### config.mk
export PLATFORM = sky130hd
export DESIGN_NAME = lsu_top
export DESIGN_NICKNAME = d
export VERILOG_FILES = /design/src/lsu_pkg.sv /design/src/lsu_op_if.sv /design/src/lsu_bus_master.sv /design/src/lsu_lane_align.sv /design/src/lsu_stage_reg.sv /design/src/lsu_top.sv /design/src/lsu_trap_flush.sv
export SDC_FILE = /design/constraint.sdc
export NUM_CORES = 1
export LEC_CHECK = 0
export BUFFER_PORTS_ARGS = -buffer_cell sky130_fd_sc_hd__buf_4
export CAP_MARGIN = 40
export CORE_AREA = 2 2 175 177
export DETAILED_ROUTE_END_ITERATION = 8
export DIE_AREA = 0 0 177 179
export PLACE_DENSITY_LB_ADDON = 0.05
export SLEW_MARGIN = 10
export SYNTH_ARGS = -nofsm -noshare
export SYNTH_HDL_FRONTEND = slang
export SYNTH_SLANG_ARGS = --single-unit
### constraint.sdc
create_clock -name clock -period 18.8 [get_ports clock]
set_input_delay 2.82 -clock clock [delete_from_list [all_inputs] [get_ports clock]]
set_output_delay 2.82 -clock clock [all_outputs]
set_load 0.005 [all_outputs]
### src/lsu_pkg.sv
package lsu_pkg;

  // --------------------
  // data and address widths
  typedef logic [31:0] word_t;
  typedef logic [4:0]  gpr_addr_t;
  typedef logic [1:0]  csr_addr_t;
  typedef logic [3:0]  cause_t;

  // --------------------
  // memory access width, the func3 field of loads and stores
  typedef logic [2:0] func3_t;

  localparam func3_t MEM_B  = 3'd0;
  localparam func3_t MEM_H  = 3'd1;
  localparam func3_t MEM_W  = 3'd2;
  localparam func3_t MEM_BU = 3'd4;
  localparam func3_t MEM_HU = 3'd5;

  // csr selector toward the csr file
  localparam csr_addr_t CSR_MEPC = 2'd1;

  // --------------------
  // exception causes raised here
  localparam cause_t CAUSE_LD_MISALIGN = 4'd4;
  localparam cause_t CAUSE_LD_FAULT    = 4'd5;
  localparam cause_t CAUSE_ST_MISALIGN = 4'd6;
  localparam cause_t CAUSE_ST_FAULT    = 4'd7;

  // --------------------
  // bus fields
  typedef logic [3:0] strb_t;
  // 0 byte, 1 halfword, 2 word
  typedef logic [2:0] size_t;
  // bit 1 set means slave or decode error
  typedef logic [1:0] resp_t;

endpackage

### src/lsu_op_if.sv
`timescale 1ns/100ps

interface lsu_op_if import lsu_pkg::*; ();

  // held operation, valid until it retires
  logic      valid;
  logic      first;
  word_t     addr;
  func3_t    func3;
  logic      ren;
  logic      wen;
  // store data, or csr write data for non-memory ops
  word_t     wdata;
  gpr_addr_t gpr_waddr;
  logic      gpr_wen;
  csr_addr_t csr_waddr;
  logic      csr_wen;
  logic      up_excp;
  cause_t    up_cause;
  logic      fencei;
  logic      mispred;
  word_t     pc;
  word_t     npc;

  modport stage (
    output valid, first, addr, func3, ren, wen, wdata, gpr_waddr, gpr_wen,
           csr_waddr, csr_wen, up_excp, up_cause, fencei, mispred, pc, npc
  );

  modport align (input addr, func3, ren, wen, wdata);

  modport bus (input valid, first, addr, ren, wen, up_excp);

  modport trap (
    input valid, addr, ren, wdata, gpr_waddr, gpr_wen, csr_waddr, csr_wen,
          up_excp, up_cause, fencei, mispred, pc, npc
  );

endinterface

### src/lsu_bus_master.sv
`timescale 1ns/100ps

module lsu_bus_master import lsu_pkg::*; (
  input  logic    clock,
  input  logic    reset,
  lsu_op_if.bus   op,
  input  logic    ld_misalign,
  input  logic    st_misalign,
  input  logic    flush,
  input  size_t   size,
  input  strb_t   strb,
  input  word_t   wdata_lane,
  // read address
  output logic    ar_valid,
  output word_t   ar_addr,
  output size_t   ar_size,
  input  logic    ar_ready,
  // read data
  input  logic    r_valid,
  input  word_t   r_data,
  input  resp_t   r_resp,
  output logic    r_ready,
  // write address
  output logic    aw_valid,
  output word_t   aw_addr,
  output size_t   aw_size,
  input  logic    aw_ready,
  // write data
  output logic    w_valid,
  output word_t   w_data,
  output strb_t   w_strb,
  input  logic    w_ready,
  // write response
  input  logic    b_valid,
  input  resp_t   b_resp,
  output logic    b_ready,
  // toward the rest of the stage
  output word_t   rdata,
  output logic    retire,
  output logic    ld_fault,
  output logic    st_fault
);

  logic  is_mem;
  logic  start_ok;
  logic  issue;
  logic  ar_hs;
  logic  r_hs;
  logic  aw_hs;
  logic  w_hs;
  logic  b_hs;
  word_t rdata_q;

  assign is_mem   = op.ren | op.wen;
  // ops that never reach the bus
  assign start_ok = ~op.up_excp & ~ld_misalign & ~st_misalign;
  assign issue    = op.first & ~flush & is_mem & start_ok;

  assign ar_hs = ar_valid & ar_ready;
  assign r_hs  = r_valid & r_ready;
  assign aw_hs = aw_valid & aw_ready;
  assign w_hs  = w_valid & w_ready;
  assign b_hs  = b_valid & b_ready;

  // --------------------
  // request channels
  always_ff @(posedge clock) begin
    if (reset) begin
      ar_valid <= 1'b0;
      aw_valid <= 1'b0;
      w_valid  <= 1'b0;
    end else begin
      if (ar_hs) begin
        ar_valid <= 1'b0;
      end else if (issue && op.ren) begin
        ar_valid <= 1'b1;
      end
      if (aw_hs) begin
        aw_valid <= 1'b0;
      end else if (issue && op.wen) begin
        aw_valid <= 1'b1;
      end
      if (w_hs) begin
        w_valid <= 1'b0;
      end else if (issue && op.wen) begin
        w_valid <= 1'b1;
      end
    end
  end

  assign ar_addr = op.addr;
  assign ar_size = size;
  assign aw_addr = op.addr;
  assign aw_size = size;
  assign w_data  = wdata_lane;
  assign w_strb  = strb;

  // --------------------
  // response channels
  // ready drops after a response and comes back with the next request
  always_ff @(posedge clock) begin
    if (reset) begin
      r_ready <= 1'b1;
      b_ready <= 1'b1;
    end else begin
      if (ar_hs) begin
        r_ready <= 1'b1;
      end else if (r_hs) begin
        r_ready <= 1'b0;
      end
      if (b_hs) begin
        b_ready <= 1'b0;
      end else if (aw_hs || w_hs) begin
        b_ready <= 1'b1;
      end
    end
  end

  always_ff @(posedge clock) begin
    if (r_hs) begin
      rdata_q <= r_data;
    end
  end

  assign rdata = r_hs ? r_data : rdata_q;

  // --------------------
  // retire and faults
  assign retire   = op.valid & ((op.first & ~flush & (~is_mem | ~start_ok)) | r_hs | b_hs);
  assign ld_fault = r_hs & r_resp[1];
  assign st_fault = b_hs & b_resp[1];

endmodule

### src/lsu_lane_align.sv
`timescale 1ns/100ps

module lsu_lane_align import lsu_pkg::*; (
  lsu_op_if.align op,
  input  word_t   rdata,
  output size_t   size,
  output strb_t   strb,
  output word_t   wdata_lane,
  output logic    ld_misalign,
  output logic    st_misalign,
  output word_t   load_data
);

  logic       is_half;
  logic       is_word;
  logic       bad_addr;
  logic [4:0] shamt;
  word_t      lane_mask;
  word_t      lane_data;

  assign shamt = {op.addr[1:0], 3'b000};

  // --------------------
  // size and byte strobes
  always_comb begin
    case (op.func3)
      MEM_B, MEM_BU: begin
        size = 3'd0;
        strb = 4'b0001 << op.addr[1:0];
      end
      MEM_H, MEM_HU: begin
        size = 3'd1;
        strb = op.addr[1] ? 4'b1100 : 4'b0011;
      end
      default: begin
        size = 3'd2;
        strb = 4'b1111;
      end
    endcase
  end

  assign wdata_lane = op.wdata << shamt;

  // --------------------
  // alignment check
  assign is_half  = (op.func3 == MEM_H) || (op.func3 == MEM_HU);
  assign is_word  = (op.func3 == MEM_W);
  assign bad_addr = (is_half && op.addr[0]) || (is_word && (op.addr[1:0] != 2'b00));

  assign ld_misalign = op.ren & bad_addr;
  assign st_misalign = op.wen & bad_addr;

  // --------------------
  // load extraction
  assign lane_mask = {{8{strb[3]}}, {8{strb[2]}}, {8{strb[1]}}, {8{strb[0]}}};
  // bytes outside the access are masked, so the unsigned forms are already zero-extended
  assign lane_data = (rdata & lane_mask) >> shamt;

  always_comb begin
    case (op.func3)
      MEM_B:   load_data = {{24{lane_data[7]}}, lane_data[7:0]};
      MEM_H:   load_data = {{16{lane_data[15]}}, lane_data[15:0]};
      default: load_data = lane_data;
    endcase
  end

endmodule

### src/lsu_stage_reg.sv
`timescale 1ns/100ps

module lsu_stage_reg import lsu_pkg::*; (
  input  logic      clock,
  input  logic      reset,
  input  logic      in_valid,
  input  word_t     in_result,
  input  func3_t    in_func3,
  input  logic      in_ren,
  input  logic      in_wen,
  input  word_t     in_wdata,
  input  gpr_addr_t in_gpr_waddr,
  input  logic      in_gpr_wen,
  input  csr_addr_t in_csr_waddr,
  input  logic      in_csr_wen,
  input  logic      in_up_excp,
  input  cause_t    in_up_cause,
  input  logic      in_fencei,
  input  logic      in_mispred,
  input  word_t     in_pc,
  input  word_t     in_npc,
  output logic      in_ready,
  input  logic      retire,
  input  logic      flush,
  lsu_op_if.stage   op
);

  logic ready_q;
  logic capture;
  logic keep;

  // a retiring op frees the slot in the same cycle
  assign in_ready = ready_q | retire;
  assign capture  = in_valid & in_ready;
  // ops taken during a flush are wrong-path and dropped
  assign keep     = capture & ~flush;

  // --------------------
  // control
  always_ff @(posedge clock) begin
    if (reset) begin
      ready_q  <= 1'b1;
      op.valid <= 1'b0;
      op.first <= 1'b0;
    end else begin
      op.first <= keep;
      if (keep) begin
        op.valid <= 1'b1;
        ready_q  <= ~(in_ren | in_wen);
      end else if (retire | flush) begin
        op.valid <= 1'b0;
        ready_q  <= 1'b1;
      end
    end
  end

  // --------------------
  // operation payload
  always_ff @(posedge clock) begin
    if (capture) begin
      op.addr      <= in_result;
      op.func3     <= in_func3;
      op.ren       <= in_ren;
      op.wen       <= in_wen;
      op.wdata     <= in_wdata;
      op.gpr_waddr <= in_gpr_waddr;
      op.gpr_wen   <= in_gpr_wen;
      op.csr_waddr <= in_csr_waddr;
      op.csr_wen   <= in_csr_wen;
      op.up_excp   <= in_up_excp;
      op.up_cause  <= in_up_cause;
      op.fencei    <= in_fencei;
      op.mispred   <= in_mispred;
      op.pc        <= in_pc;
      op.npc       <= in_npc;
    end
  end

endmodule

### src/lsu_top.sv
`timescale 1ns/100ps

module lsu_top import lsu_pkg::*; (
  input  logic      clock,
  input  logic      reset,
  // from execute
  input  logic      in_valid,
  output logic      in_ready,
  input  word_t     in_result,
  input  func3_t    in_func3,
  input  logic      in_ren,
  input  logic      in_wen,
  input  word_t     in_wdata,
  input  gpr_addr_t in_gpr_waddr,
  input  logic      in_gpr_wen,
  input  csr_addr_t in_csr_waddr,
  input  logic      in_csr_wen,
  input  logic      in_up_excp,
  input  cause_t    in_up_cause,
  input  logic      in_fencei,
  input  logic      in_mispred,
  input  word_t     in_pc,
  input  word_t     in_npc,
  input  word_t     trap_vector,
  // writeback and csr
  output logic      retire,
  output word_t     result,
  output logic      gpr_wen,
  output gpr_addr_t gpr_waddr,
  output logic      csr_wen,
  output csr_addr_t csr_waddr,
  output word_t     csr_wdata,
  output logic      excp,
  output cause_t    mcause,
  // redirect toward fetch
  output logic      flush,
  output word_t     flush_pc,
  output logic      flush_fencei,
  // memory bus
  output logic      ar_valid,
  output word_t     ar_addr,
  output size_t     ar_size,
  input  logic      ar_ready,
  input  logic      r_valid,
  input  word_t     r_data,
  input  resp_t     r_resp,
  output logic      r_ready,
  output logic      aw_valid,
  output word_t     aw_addr,
  output size_t     aw_size,
  input  logic      aw_ready,
  output logic      w_valid,
  output word_t     w_data,
  output strb_t     w_strb,
  input  logic      w_ready,
  input  logic      b_valid,
  input  resp_t     b_resp,
  output logic      b_ready
);

  logic  ld_fault;
  logic  st_fault;
  logic  ld_misalign;
  logic  st_misalign;
  word_t rdata;
  word_t load_data;
  word_t wdata_lane;
  size_t size;
  strb_t strb;

  lsu_op_if op ();

  lsu_stage_reg u_stage_reg (
    .clock, .reset, .in_valid, .in_result, .in_func3, .in_ren, .in_wen, .in_wdata,
    .in_gpr_waddr, .in_gpr_wen, .in_csr_waddr, .in_csr_wen, .in_up_excp, .in_up_cause,
    .in_fencei, .in_mispred, .in_pc, .in_npc, .in_ready, .retire, .flush,
    .op (op.stage)
  );

  lsu_lane_align u_lane_align (
    .op (op.align), .rdata, .size, .strb, .wdata_lane, .ld_misalign, .st_misalign,
    .load_data
  );

  lsu_bus_master u_bus_master (
    .clock, .reset, .op (op.bus), .ld_misalign, .st_misalign, .flush, .size, .strb,
    .wdata_lane, .ar_valid, .ar_addr, .ar_size, .ar_ready, .r_valid, .r_data, .r_resp,
    .r_ready, .aw_valid, .aw_addr, .aw_size, .aw_ready, .w_valid, .w_data, .w_strb,
    .w_ready, .b_valid, .b_resp, .b_ready, .rdata, .retire, .ld_fault, .st_fault
  );

  lsu_trap_flush u_trap_flush (
    .clock, .reset, .op (op.trap), .retire, .ld_fault, .st_fault, .ld_misalign,
    .st_misalign, .load_data, .trap_vector, .result, .gpr_wen, .gpr_waddr, .csr_wen,
    .csr_waddr, .csr_wdata, .excp, .mcause, .flush, .flush_pc, .flush_fencei
  );

endmodule

### src/lsu_trap_flush.sv
`timescale 1ns/100ps

module lsu_trap_flush import lsu_pkg::*; (
  input  logic      clock,
  input  logic      reset,
  lsu_op_if.trap    op,
  input  logic      retire,
  input  logic      ld_fault,
  input  logic      st_fault,
  input  logic      ld_misalign,
  input  logic      st_misalign,
  input  word_t     load_data,
  input  word_t     trap_vector,
  output word_t     result,
  output logic      gpr_wen,
  output gpr_addr_t gpr_waddr,
  output logic      csr_wen,
  output csr_addr_t csr_waddr,
  output word_t     csr_wdata,
  output logic      excp,
  output cause_t    mcause,
  output logic      flush,
  output word_t     flush_pc,
  output logic      flush_fencei
);

  logic gen_flush;

  // --------------------
  // exception select
  assign excp = op.valid & (op.up_excp | ld_misalign | st_misalign | ld_fault | st_fault);

  // upstream first, then alignment, then bus faults
  always_comb begin
    if (op.up_excp) begin
      mcause = op.up_cause;
    end else if (ld_misalign) begin
      mcause = CAUSE_LD_MISALIGN;
    end else if (st_misalign) begin
      mcause = CAUSE_ST_MISALIGN;
    end else if (ld_fault) begin
      mcause = CAUSE_LD_FAULT;
    end else if (st_fault) begin
      mcause = CAUSE_ST_FAULT;
    end else begin
      mcause = 4'd0;
    end
  end

  // trap writes mepc, otherwise the op's own csr write
  assign csr_wen   = retire & (op.csr_wen | excp);
  assign csr_waddr = excp ? CSR_MEPC : op.csr_waddr;
  assign csr_wdata = excp ? op.pc : op.wdata;

  // --------------------
  // register file write
  assign result    = op.ren ? load_data : op.addr;
  assign gpr_wen   = retire & op.gpr_wen & ~excp;
  assign gpr_waddr = op.gpr_waddr;

  // --------------------
  // flush pulse
  assign gen_flush = retire & (excp | op.mispred | op.fencei);

  always_ff @(posedge clock) begin
    if (reset) begin
      flush        <= 1'b0;
      flush_fencei <= 1'b0;
    end else begin
      flush        <= gen_flush;
      flush_fencei <= gen_flush & op.fencei;
    end
  end

  always_ff @(posedge clock) begin
    if (gen_flush) begin
      flush_pc <= excp ? trap_vector : op.npc;
    end
  end

endmodule

Yosys cells after proc, flatten, opt, wreduce, memory -nomap -nowiden

Cells that the tools add are included.

Equality and inequality tests: 4
Shifts and indexed selects: 3
Multiplexer cells: 20
Bitwise logic cells: 47
Reductions and logical operators: 16

Operators with widths:

| operator                                        | count |
|---|---|
| 2-to-1 mux 32 bit                               | 4 |
| one-hot mux 32 bit (2 select lines)             | 1 |
| bitwise AND 32 bit                              | 1 |
| << shifter 32 x 5 -> 32 bit                     | 1 |
| >> shifter 32 x 5 -> 32 bit                     | 1 |
| bitwise AND 1 bit                               | 24 |
| 2-to-1 mux 4 bit                                | 5 |
| OR 1 bit                                        | 14 |
| OR reduction 2 bit                              | 5 |
| inverter 1 bit                                  | 8 |
| one-hot mux 4 bit (2 select lines)              | 1 |
| == test 3 bit, second input constant            | 2 |
| 2-to-1 mux 1 bit                                | 6 |
| nonzero test 2 bit                              | 3 |
| logical AND 1 bit                               | 4 |
| one-hot mux 2 bit (2 select lines)              | 1 |
| << shifter 1 x 2 -> 4 bit, first input constant | 1 |
| == test 3 x 1 -> 1 bit, second input constant   | 1 |
| == test 3 x 2 -> 1 bit, second input constant   | 1 |
| zero test 3 bit                                 | 1 |
| logical OR 1 bit                                | 3 |
| 2-to-1 mux 3 bit                                | 1 |
| 2-to-1 mux 2 bit                                | 1 |

Flip-flop bits (word level): 223
Output and inout bits: 225

Longest topological paths before layout

Gate-level depths: netlist of the first run.

Depth in word-level cells: 18
Mapped depth: 9

Cells and area by module

Synthesis of the first run repeated with hierarchy kept, for this count alone.

Cells, all modules: 754
Area, all modules: 10854.2 µm²

By module, submodules not included:

| module         | times used | cells an instance | area an instance (µm²) | sequential area each (µm²) |
|---|---|---|---|---|
| lsu_stage_reg  | 1          | 160               | 4584.4                 | 4534.3 |
| lsu_trap_flush | 1          | 171               | 2602.5                 | 1001.0 |
| lsu_bus_master | 1          | 202               | 2192.1                 | 740.7 |
| lsu_lane_align | 1          | 221               | 1475.2                 | 0.0 |

Worst setup path after synthesis of the first run

Ideal clock, no wire load.

Path kind: in2reg
Start: input port r_valid
End: register u_stage_reg.op.addr[0], enable pin
Library setup time: 0.675 ns
Arrival time: 10.049 ns
Path slack: 8.075 ns
Cell stages on the path: 5
Cells stage by stage: a22o_1 nor3_1 a21oi_1 nor2_1 nor2b_1

Cells in the longest elaborated chain, start to end: 6

RTL lines:

| item                    | RTL line              | source |
|---|---|---|
| from (decl)             | lsu_top.sv:44         | `input logic r_valid,` |
| bitwise AND 1 bit       | lsu_bus_master.sv:60  | `assign r_hs = r_valid & r_ready;` |
| OR 1 bit (2 in a row)   | lsu_bus_master.sv:129 | `assign retire = op.valid & ((op.first & ~flush & (~is_mem \| ~start_ok)) \| r_hs \| b_hs);` |
| bitwise AND 1 bit       | lsu_bus_master.sv:129 |  |
| via retire              | lsu_top.sv:26         | `output logic retire,` |
| OR 1 bit                | lsu_stage_reg.sv:33   | `assign in_ready = ready_q \| retire;` |
| bitwise AND 1 bit       | lsu_stage_reg.sv:34   | `assign capture = in_valid & in_ready;` |
| via u_stage_reg.capture | lsu_stage_reg.sv:29   | `logic capture;` |
| to (signal assigned)    | lsu_stage_reg.sv:61   | `op.addr <= in_result;` |
| to (decl)               | lsu_op_if.sv:26       | `output valid, first, addr, func3, ren, wen, wdata, gpr_waddr, gpr_wen,` |

The timed path passes the listed nets, and every way through them passes these cells.
A chain may end at the register's enable or synchronous reset.

Final worst setup path of the first run

Start: input port r_valid
End: output port csr_wdata[17]

Cells in the longest elaborated chain, start to end: 6

RTL lines:

| item                  | RTL line              | source |
|---|---|---|
| bitwise AND 1 bit     | lsu_bus_master.sv:60  |  |
| bitwise AND 1 bit     | lsu_bus_master.sv:130 | `assign ld_fault = r_hs & r_resp[1];` |
| OR 1 bit (2 in a row) | lsu_trap_flush.sv:31  | `assign excp = op.valid & (op.up_excp \| ld_misalign \| st_misalign \| ld_fault \| st_fault);` |
| bitwise AND 1 bit     | lsu_trap_flush.sv:31  |  |
| 2-to-1 mux 32 bit     | lsu_trap_flush.sv:53  | `assign csr_wdata = excp ? op.pc : op.wdata;` |
| to (decl)             | lsu_top.sv:32         | `output word_t csr_wdata,` |

Every way passes these cells.

==> results.md, run 1 <==
- 1st-pass router iterations: 4
- Gr ovfl total: 0
- Switching share of power: 0.249
- Sequential fraction of the synthesis area: 0.634
- TritonCTS Buffers: 27
- Syn_area_per_cell: 13.9 sq um
- Slew @ Worst Pin: around 0.8 ns
- Status: finished, final reports clean
- Skew final: 0.00827 ns
- Area growth, synth to finish: 43.0%
- I/O pin cnt: 450
- CP Max Fanout: 52
- Final WL: 31,700 microns
- Global-route wire length before repair: ~45,000 microns
- DR WL/cell: 20.6 microns
- Flop pwr share: 0.451
- Setup slack at placement: roughly 10 ns
- Yosys cell types: a little over 60
- Number of global-route vias before repair: ~7,300
- Initial Util: 0.330
- Die Area: 31,700 sq um
- Setup Fix Bufs, Post-CTS: 0
- Slew headroom: 0.466
- Number of max-cap violations: 0
- CTS tree: done
- CP Launch Type: primary input
- Post-Layout Cell Count: 1,541
- Crit Path Class: primary input to output pin
- Syn Inst Count: 715
- Post-route ant nets: 0
- Post-DP HPWL: between 20,000 and 25,000 microns
- Std-Cell Rows: 64
- Final setup viols: 0
- Number of H-tree levels: 1
- Leakage Power: between 5 and 6 nW
- Syn. warnings: 0
- Cell Pwr Density: 93.7 nW/um^2
- Clk slew on worst S/H paths: ~0.060 ns
- Part of the power in the clock network: 0.378
- Antenna violations before repair: 2
- Switching power: around 0.33 mW
- Core area: between 30,000 and 40,000 sq um
- Via count: 7,132
- Worst setup EP type: output pin
- Endpoints failing hold: 0
- Largest net degree at the start of global routing: 63
- Gpl congestion: approximately 0.77
- Sink Count: 223
- Top FF cell, synth: edfxtp_1
- Logic pwr share: 0.171
- Die Y: 179 microns
- Cells after DPL: roughly 1,500
- Clock Tree Root: clkbuf_16
- Int Pwr: between 0.9 and 1 mW
- Synth area leaders: edfxtp_1, mux2_2, dfxtp_1
- Hold crit path type: flip-flop to flip-flop
- Most common cell in the synthesized netlist: edfxtp_1
- Most instantiated cells after synthesis: edfxtp_1, mux2_2, dfxtp_1, a21oi_1, nor2_1
- Skew-Pair Late Insertion Delay: 0.54 ns
- Post-route setup TNS: 0 ns
- Via-per-instance ratio: 4.63
- Post-synth EDFFs: around 180
- Layout cells sized above 1: 0.532
- Final Slew Violations: 0
- Fill count: 2,820
- RSZ-0062 raised after global routing: no
- Synth async-reset ratio: 0
- Critical path required time: 15.98 ns
- Peak VDD IR: between 70 and 80 uV
- Top cell type's share of synthesized area: 0.549
- Total track usage: 0.190
- Synth Cell Area: between 9000 and 10,000 sq um
- CTS max path bufs: 3
- Maximum clock rate: 122 MHz
- Final Critical Period: 8.23 ns
- Final WS setup: around 11 ns
- Reg area: 6280 sq um
- Final Cycle Share: 0.438
- Iter 0 DRT Violations: 352
- Worst EP arrival: 5.41 ns
- Multi-input logic area: 3000 sq um
- Post-route DRC: 0
- # nets final: 1,348
- CTS Hold Bufs: 0
- Die Wd: 177 microns
- Leading area contributor after synthesis: edfxtp_1
- Post-cts sizing count: 0
- #FFs+latches synth: 223
- Buffers on Ports: 445
metrics by stage:
step | utilization | hold slack [ns] | cell area [sq um] | power (mW)
2_1_floorplan | - | 0.419 | 9910 | 0.719
3_3_place_gp | 0.441 | 0.435 | 13300 | 0.837
3_5_place_dp | 0.443 | 0.444 | 13300 | 0.840
4_1_cts | 0.471 | 0.456 | 14200 | 1.35
5_1_grt | 0.472 | 0.474 | 14200 | 1.39
6_report | 0.472 | 0.450 | 14200 | 1.33
path summary, 6_finish.rpt:
path	start	end	slack, ns	cells after the start
hold / removal	u_bus_master.rdata_q[3]$_DFF_P_	u_bus_master.rdata_q[3]$_DFF_P_	0.45	1
setup / recovery	r_valid	csr_wdata[17]	10.57	8
setup reg to reg	u_stage_reg.op.addr[1]$_DFFE_PP_	u_stage_reg.op.wdata[16]$_DFFE_PP_	14.36	9
hold reg to reg	u_bus_master.rdata_q[3]$_DFF_P_	u_bus_master.rdata_q[3]$_DFF_P_	0.45	1
layout by cell type (no fill, tap or decap), types with 4 or more instances in the layout:
cell type,count
clkinv_1,6
nor2_1,40
o21ai_0,19
nand3_1,4
or2_2,4
a31oi_1,9
o22a_1,4
nor2b_1,14
mux2_2,85
nand2_1,38
o221ai_1,4
mux2i_1,39
and3_1,4
a211oi_1,13
and2_1,12
clkbuf_1,4
a21oi_1,40
buf_4,452
edfxtp_1,181
dfxtp_1,42
clkbuf_16,27
inv_1,23
clkinv_2,6
nand2b_1,4
critical path, cell delays in order:
cell and delay [ns]:
buf_4 0.13, and2_2 0.25, a211oi_1 0.39, o21ai_2 0.15, nand2_2 0.36, buf_4 0.67
mux2_2 0.44, buf_4 0.14
layer usage:
metal	up-vias	global-route usage	wire, microns
li1	3429	-	-
met1	3385	0.218	11900
met2	280	0.336	16200
met3	38	0.0685	2970
met4	0	0.0475	684
met5	-	0	0
cell type report:
cell class              count  area share
multi-input cells         392       0.212
flip-flops and latches    223       0.443
clock inverters            17     0.00972
diodes                      2    0.000353
repair buffers            455       0.244
inverters                  24     0.00636
clock buffers              32      0.0498
well taps                 396      0.0350
flip-flops by register name (all words and copies together), names as in the netlist, 3 cells and up:
name / cells
u_trap_flush.flush_pc: 32
u_stage_reg.op.func3: 3
u_bus_master.rdata_q: 32
u_stage_reg.op.addr: 32
u_stage_reg.op.npc: 32
u_stage_reg.op.wdata: 32
u_stage_reg.op.pc: 32
u_stage_reg.op.up_cause: 4
u_stage_reg.op.gpr_waddr: 5
kinds of logic after synthesis:
| logic type | share of synthesized area |
|---|---|
| compound gates | 0.0901 |
| simple gates | 0.0700 |
| flops | 0.634 |
| mux | 0.141 |
| other cells | 0.000379 |
| buf+inv | 0.0649 |
power groups by stage:
stage | sequential (mW) | combinational (mW) | clock, mW
global placement | 0.608 | 0.228 | 0
detailed placement | 0.609 | 0.231 | 0
finish | 0.598 | 0.227 | 0.501
CTS | 0.599 | 0.232 | 0.517
floorplan | 0.608 | 0.112 | 0
global route | 0.602 | 0.250 | 0.533
No activity file was read; power rests on OpenSTA's default activity.
==> inputs of run 2 (changes only) <==
==> constraint.sdc (replaced) <==
create_clock -name clock -period 7.5 [get_ports clock]
set_input_delay 1.125 -clock clock [delete_from_list [all_inputs] [get_ports clock]]
set_output_delay 1.125 -clock clock [all_outputs]
set_load 0.005 [all_outputs]
==> results.md, run 2 (synthesized netlist as in run 1, its figures left out) <==
- Crit path max-delay family: simple AND/OR/NAND/NOR gates
- Part of the power in the clock network: 0.398
- Slew headroom: 0.423
- Sink Count: between 200 and 250
- Critical path required time: around 6.4 ns
- Post-route ant nets: 0
- Number of H-tree levels: 1
- Gpl congestion: 0.774
- Number of max-cap violations: 0
- Core area: roughly 30,000 sq um
- Cell mode on critical path: buf_4
- Via count: 7,091
- Reg2reg start: u_stage_reg.op.addr[0]$_DFFE_PP_
- Gr ovfl total: 0
- Skew final: 0.0255 ns
- Post-route DRC: 0
- 1st-pass router iterations: 4
- Bufs and invs on worst path: 2
- Cells after DPL: 1,491
- Core Util, Final: 0.475
- Post-Layout Cell Count: 1,541
- CP Launch Type: primary input
- Maximum clock rate: around 220 MHz
- Worst hold endpoint: u_bus_master.rdata_q[1]$_DFF_P_
- I/O pin cnt: between 400 and 500
- Clock Tree Root: clkbuf_16
- Status: finished, final reports clean
- Min-Delay Startpoint: u_bus_master.rdata_q[1]$_DFF_P_
- CTS max path bufs: 3
- R2R Path End: u_stage_reg.op.pc[27]$_DFFE_PP_
- Switching share of power: 0.241
- Most frequent cells in the layout: buf_4, edfxtp_1, mux2_2, dfxtp_1
- Int Pwr: 2.61 mW
- Global-route wire length before repair: 44,100 microns
- Crit path cell chain: buf_4, and2_2, a211oi_1, o21ai_2, nand2_4, mux2_2, buf_4
- Via-per-instance ratio: 4.60
- Peak VDD IR: 171 uV
- CTS tree: done
- Worst setup EP type: output pin
- Largest net degree at the start of global routing: about 120
- Reg2Reg Setup Slack: approximately 4.2 ns
- Worst EP arrival: 3.38 ns
- FF-to-FF path depth: 7
- Skew-Pair Late Insertion Delay: 0.55 ns
- DR WL/cell: 20.3 microns
- Fill count: 2,791
- Antenna violations before repair: 0
- Switching power: 0.829 mW
- CP Max Fanout: 56
- Number of global-route vias before repair: 7,089
- Endpoints failing hold: 0
- Final Critical Period: 4.50 ns
- RSZ-0062 raised after global routing: no
- Post-route setup TNS: 0 ns
- Area growth, synth to finish: 44.0%
- Max stage delay on crit path: 0.62 ns
- Die Y: 179 microns
- Clk slew on worst S/H paths: 0.05 ns
- TritonCTS Buffers: 27
- Post-cts sizing count: 0
- Flop pwr share: 0.435
- Std-Cell Rows: between 60 and 70
- Logic pwr share: 0.166
- Pwr Total: between 3 and 4 mW
- Layout cells sized above 1: 0.533
- Post-DP HPWL: 23,400 microns
- Iter 0 DRT Violations: about 340
- Multi-input logic area: between 3000 and 4000 sq um
- CTS Hold Bufs: 0
- Final setup viols: 0
- # nets final: about 1,300
- Die Area: 31,700 sq um
- Final Slew Violations: 0
- # diodes: 0
- Final Cycle Share: 0.600
- Reg area: 6280 sq um
- Initial Util: 0.330
- Slew @ Worst Pin: 0.866 ns
- Crit Path Class: primary input to output pin
- Leakage Power: between 6 and 7 nW
- Commonest non-fill, non-tap cell in the layout: buf_4
- Worst path slowest cell: nand2_4
- Final WL: 31,300 microns
- Hold crit path type: flip-flop to flip-flop
- Cells on Worst Hold Path: 2
- Setup Fix Bufs, Post-CTS: 0
- Cell Pwr Density: 241 nW/um^2
- Buffers on Ports: 445
- Die Wd: 177 microns
- Total track usage: 0.187
run 2: changes by cell type in the layout (fill, tap and decap cells not counted), moves of 2 or more:
cell	delta
bufinv_16	+3
clkbuf_1	+2
clkinv_1	-2
diode_2	-2
run 2: area by class of cell:
cell class	instances	share of cell area
Clock buffer	34	0.0499
Clock inverter	16	0.0153
Inverter	24	0.00631
Multi-Input combinational cell	392	0.210
Sequential cell	223	0.440
Tap cell	396	0.0347
Timing Repair Buffer	456	0.243
run 2: worst max path at each step:
stage | cells after the start | to | from | slack [ns]
floorplan | 5 | u_stage_reg.op.addr[0]$_DFFE_PP_ | r_valid | 1.35
global placement | 7 | csr_wdata[21] | r_valid | 2.62
detailed placement | 7 | csr_wdata[21] | r_valid | 2.97
CTS | 6 | csr_wdata[21] | u_stage_reg.op.func3[1]$_DFFE_PP_ | 2.95
global route | 6 | csr_wdata[21] | u_stage_reg.op.func3[1]$_DFFE_PP_ | 2.79
finish | 7 | csr_wdata[21] | r_valid | 3.00
run 2: per-stage QoR:
step	hold WS [ns]	area (sq um)	worst slack [ns]
final	0.448	14300	3.00
after global routing	0.483	14300	2.79
after CTS	0.447	14300	2.95
after detailed placement	0.439	13300	2.97
after global placement	0.435	13300	2.62
after floorplan	0.419	9910	1.35
run 2: layer usage:
metal  global-route usage  part of all wire  vias to the layer above
li1                     -                 -                     3435
met1                0.215              0.38                     3336
met2                0.328              0.51                      284
met3               0.0717             0.097                       36
met4               0.0448             0.021                        0
met5                    0                 0                        -
run 2: tightest hold or removal path, delay by kind of cell (launching register included):
family	cells	cell delay (ns)
flip-flops	1	0.30
AND/OR/NAND/NOR	2	0.11
run 2: power by group through the flow:
stage,Combinational [mW],Sequential [mW],Clock (mW)
2_1_floorplan,0.280,1.52,0
3_3_place_gp,0.575,1.52,0
3_5_place_dp,0.582,1.52,0
4_1_cts,0.584,1.50,1.41
5_1_grt,0.626,1.51,1.46
6_report,0.572,1.50,1.37
==> inputs of run 3 (changes only) <==
==> constraint.sdc (replaced) <==
create_clock -name clock -period 4.14 [get_ports clock]
set_input_delay 0.621 -clock clock [delete_from_list [all_inputs] [get_ports clock]]
set_output_delay 0.621 -clock clock [all_outputs]
set_load 0.005 [all_outputs]
==> results.md, run 3 (synthesized netlist as in run 1, its figures left out) <==
- Post-cts sizing count: 0
- Post-route ant nets: 0
- Setup Fix Bufs, Post-CTS: 0
- Clk slew on worst S/H paths: 0.06 ns
- CTS Hold Bufs: 0
- Layout cells sized above 1: 0.533
- Core area: 30,000 sq um
- Final WL: 31,600 microns
- # diodes: 0
- Via count: ~7,100
- Worst EP arrival: 3.11 ns
- Post-DP HPWL: 24,000 microns
- Largest net degree at the start of global routing: 95
- Maximum clock rate: 268 MHz
- Reg area: 6280 sq um
- Final setup viols: 0
- Status: finished, final reports clean
- DR WL/cell: 20.4 microns
- Number of max-cap violations: 0
- Gr ovfl total: 0
- Int Pwr: between 4 and 5 mW
- Flop pwr share: 0.448
- Gpl congestion: 0.761
- Final Slew Violations: 0
- I/O pin cnt: 450
- Die Y: between 150 and 200 microns
- Switching share of power: 0.245
- Most frequent cells in the layout: buf_4, edfxtp_1, mux2_2, dfxtp_1
- Fill count: 2,795
- TritonCTS Buffers: 27
- Crit Path Class: flip-flop to output pin
- RSZ-0062 raised after global routing: no
- Endpoints failing hold: 0
- Slew @ Worst Pin: 0.786 ns
- CP Max Fanout: 20
- CTS tree: done
- Commonest non-fill, non-tap cell in the layout: buf_4
- Std-Cell Rows: 64
- Final Cycle Share: 0.900
- Slew headroom: 0.474
- Iter 0 DRT Violations: roughly 330
- Leakage Power: 6.01 nW
- Final WS setup: 0.413 ns
- CTS max path bufs: 3
- Sink Count: ~220
- Final Critical Period: 3.73 ns
- Skew-Pair Late Insertion Delay: 0.53 ns
- Number of H-tree levels: 1
- Die Wd: around 180 microns
- Post-route DRC: 0
- Switching power: 1.48 mW
- Setup slack at placement: 0.662 ns
- Area growth, synth to finish: 43.5%
- Clock Tree Root: clkbuf_16
- # nets final: 1,353
- Antenna violations before repair: 1
- Critical path required time: 3.52 ns
- Hold crit path type: primary input to flip-flop
- Cell Pwr Density: 426 nW/um^2
- 1st-pass router iterations: 4
- Post-route setup TNS: 0 ns
- Die Area: 31,700 sq um
- Peak VDD IR: slightly below 400 uV
- Logic pwr share: 0.172
- Initial Util: 0.330
- Design area: 14,200 sq um
- Total track usage: 0.189
- Skew final: 0.0147 ns
- Multi-input logic area: ~3000 sq um
- Number of global-route vias before repair: just over 7,000
- Via-per-instance ratio: 4.62
- Global-route wire length before repair: 44,300 microns
- Post-DP Area: roughly 13,000 sq um
- Worst setup EP type: output pin
- Part of the power in the clock network: 0.380
- CP Launch Type: flip-flop
- Buffers on Ports: 445
-- run 3: cell count changes in the layout (fill, tap and decap cells not counted), moves of 2 or more --
cell / delta
clkbuf_1: -2
bufinv_16: -2
clkinv_1: +3
buf_4: +5
-- run 3: stage by stage --
step,hold WS [ns],util,std cells,power [mW]
floorplan,0.419,-,716,3.25
global placement,0.440,0.445,1495,3.81
detailed placement,0.443,0.445,1495,3.82
CTS,0.233,0.473,1544,6.14
global route,0.235,0.473,1544,6.33
finish,0.258,0.473,1544,6.05
-- run 3: critical path, cell delays in order (launching register included) --
cell	delay [ns]
dfxtp_1	0.43
and2_2	0.55
buf_4	0.36
mux2_2	0.40
mux2_2	0.28
o21ai_0	0.25
o21ai_0	0.14
buf_4	0.15
-- run 3: power by group through the flow --
stage	registers [mW]	logic (mW)	clock network, mW
CTS	2.72	1.06	2.37
global route	2.73	1.14	2.46
finish	2.71	1.04	2.30
detailed placement	2.76	1.06	0
floorplan	2.74	0.509	0
global placement	2.76	1.05	0
-- run 3: path summary, 6_finish.rpt --
check / startpoint / endpoint / slack [ns] / cells past startpoint
setup / recovery: u_bus_master.r_ready$_SDFFE_PP1P_ / result[1] / 0.41 / 7
hold reg to reg: u_bus_master.rdata_q[1]$_DFF_P_ / u_bus_master.rdata_q[1]$_DFF_P_ / 0.45 / 2
setup reg to reg: u_stage_reg.op.func3[0]$_DFFE_PP_ / u_stage_reg.op.wdata[20]$_DFFE_PP_ / 1.45 / 6
hold / removal: in_wdata[1] / u_stage_reg.op.wdata[1]$_DFFE_PP_ / 0.26 / 1
-- run 3: area by class of cell --
class / instances / share of cell area
repair buffers: 460 / 0.246
clock inverters: 18 / 0.0115
multi-input cells: 392 / 0.211
well taps: 396 / 0.0349
inverters: 24 / 0.00634
flip-flops and latches: 223 / 0.442
clock buffers: 31 / 0.0486
-- run 3: per-layer routing --
metal  wire length, microns  global-route usage
met2                  16100               0.338
met1                  11900               0.214
met4                    522              0.0410
met5                     13                   0
met3                   3010              0.0689
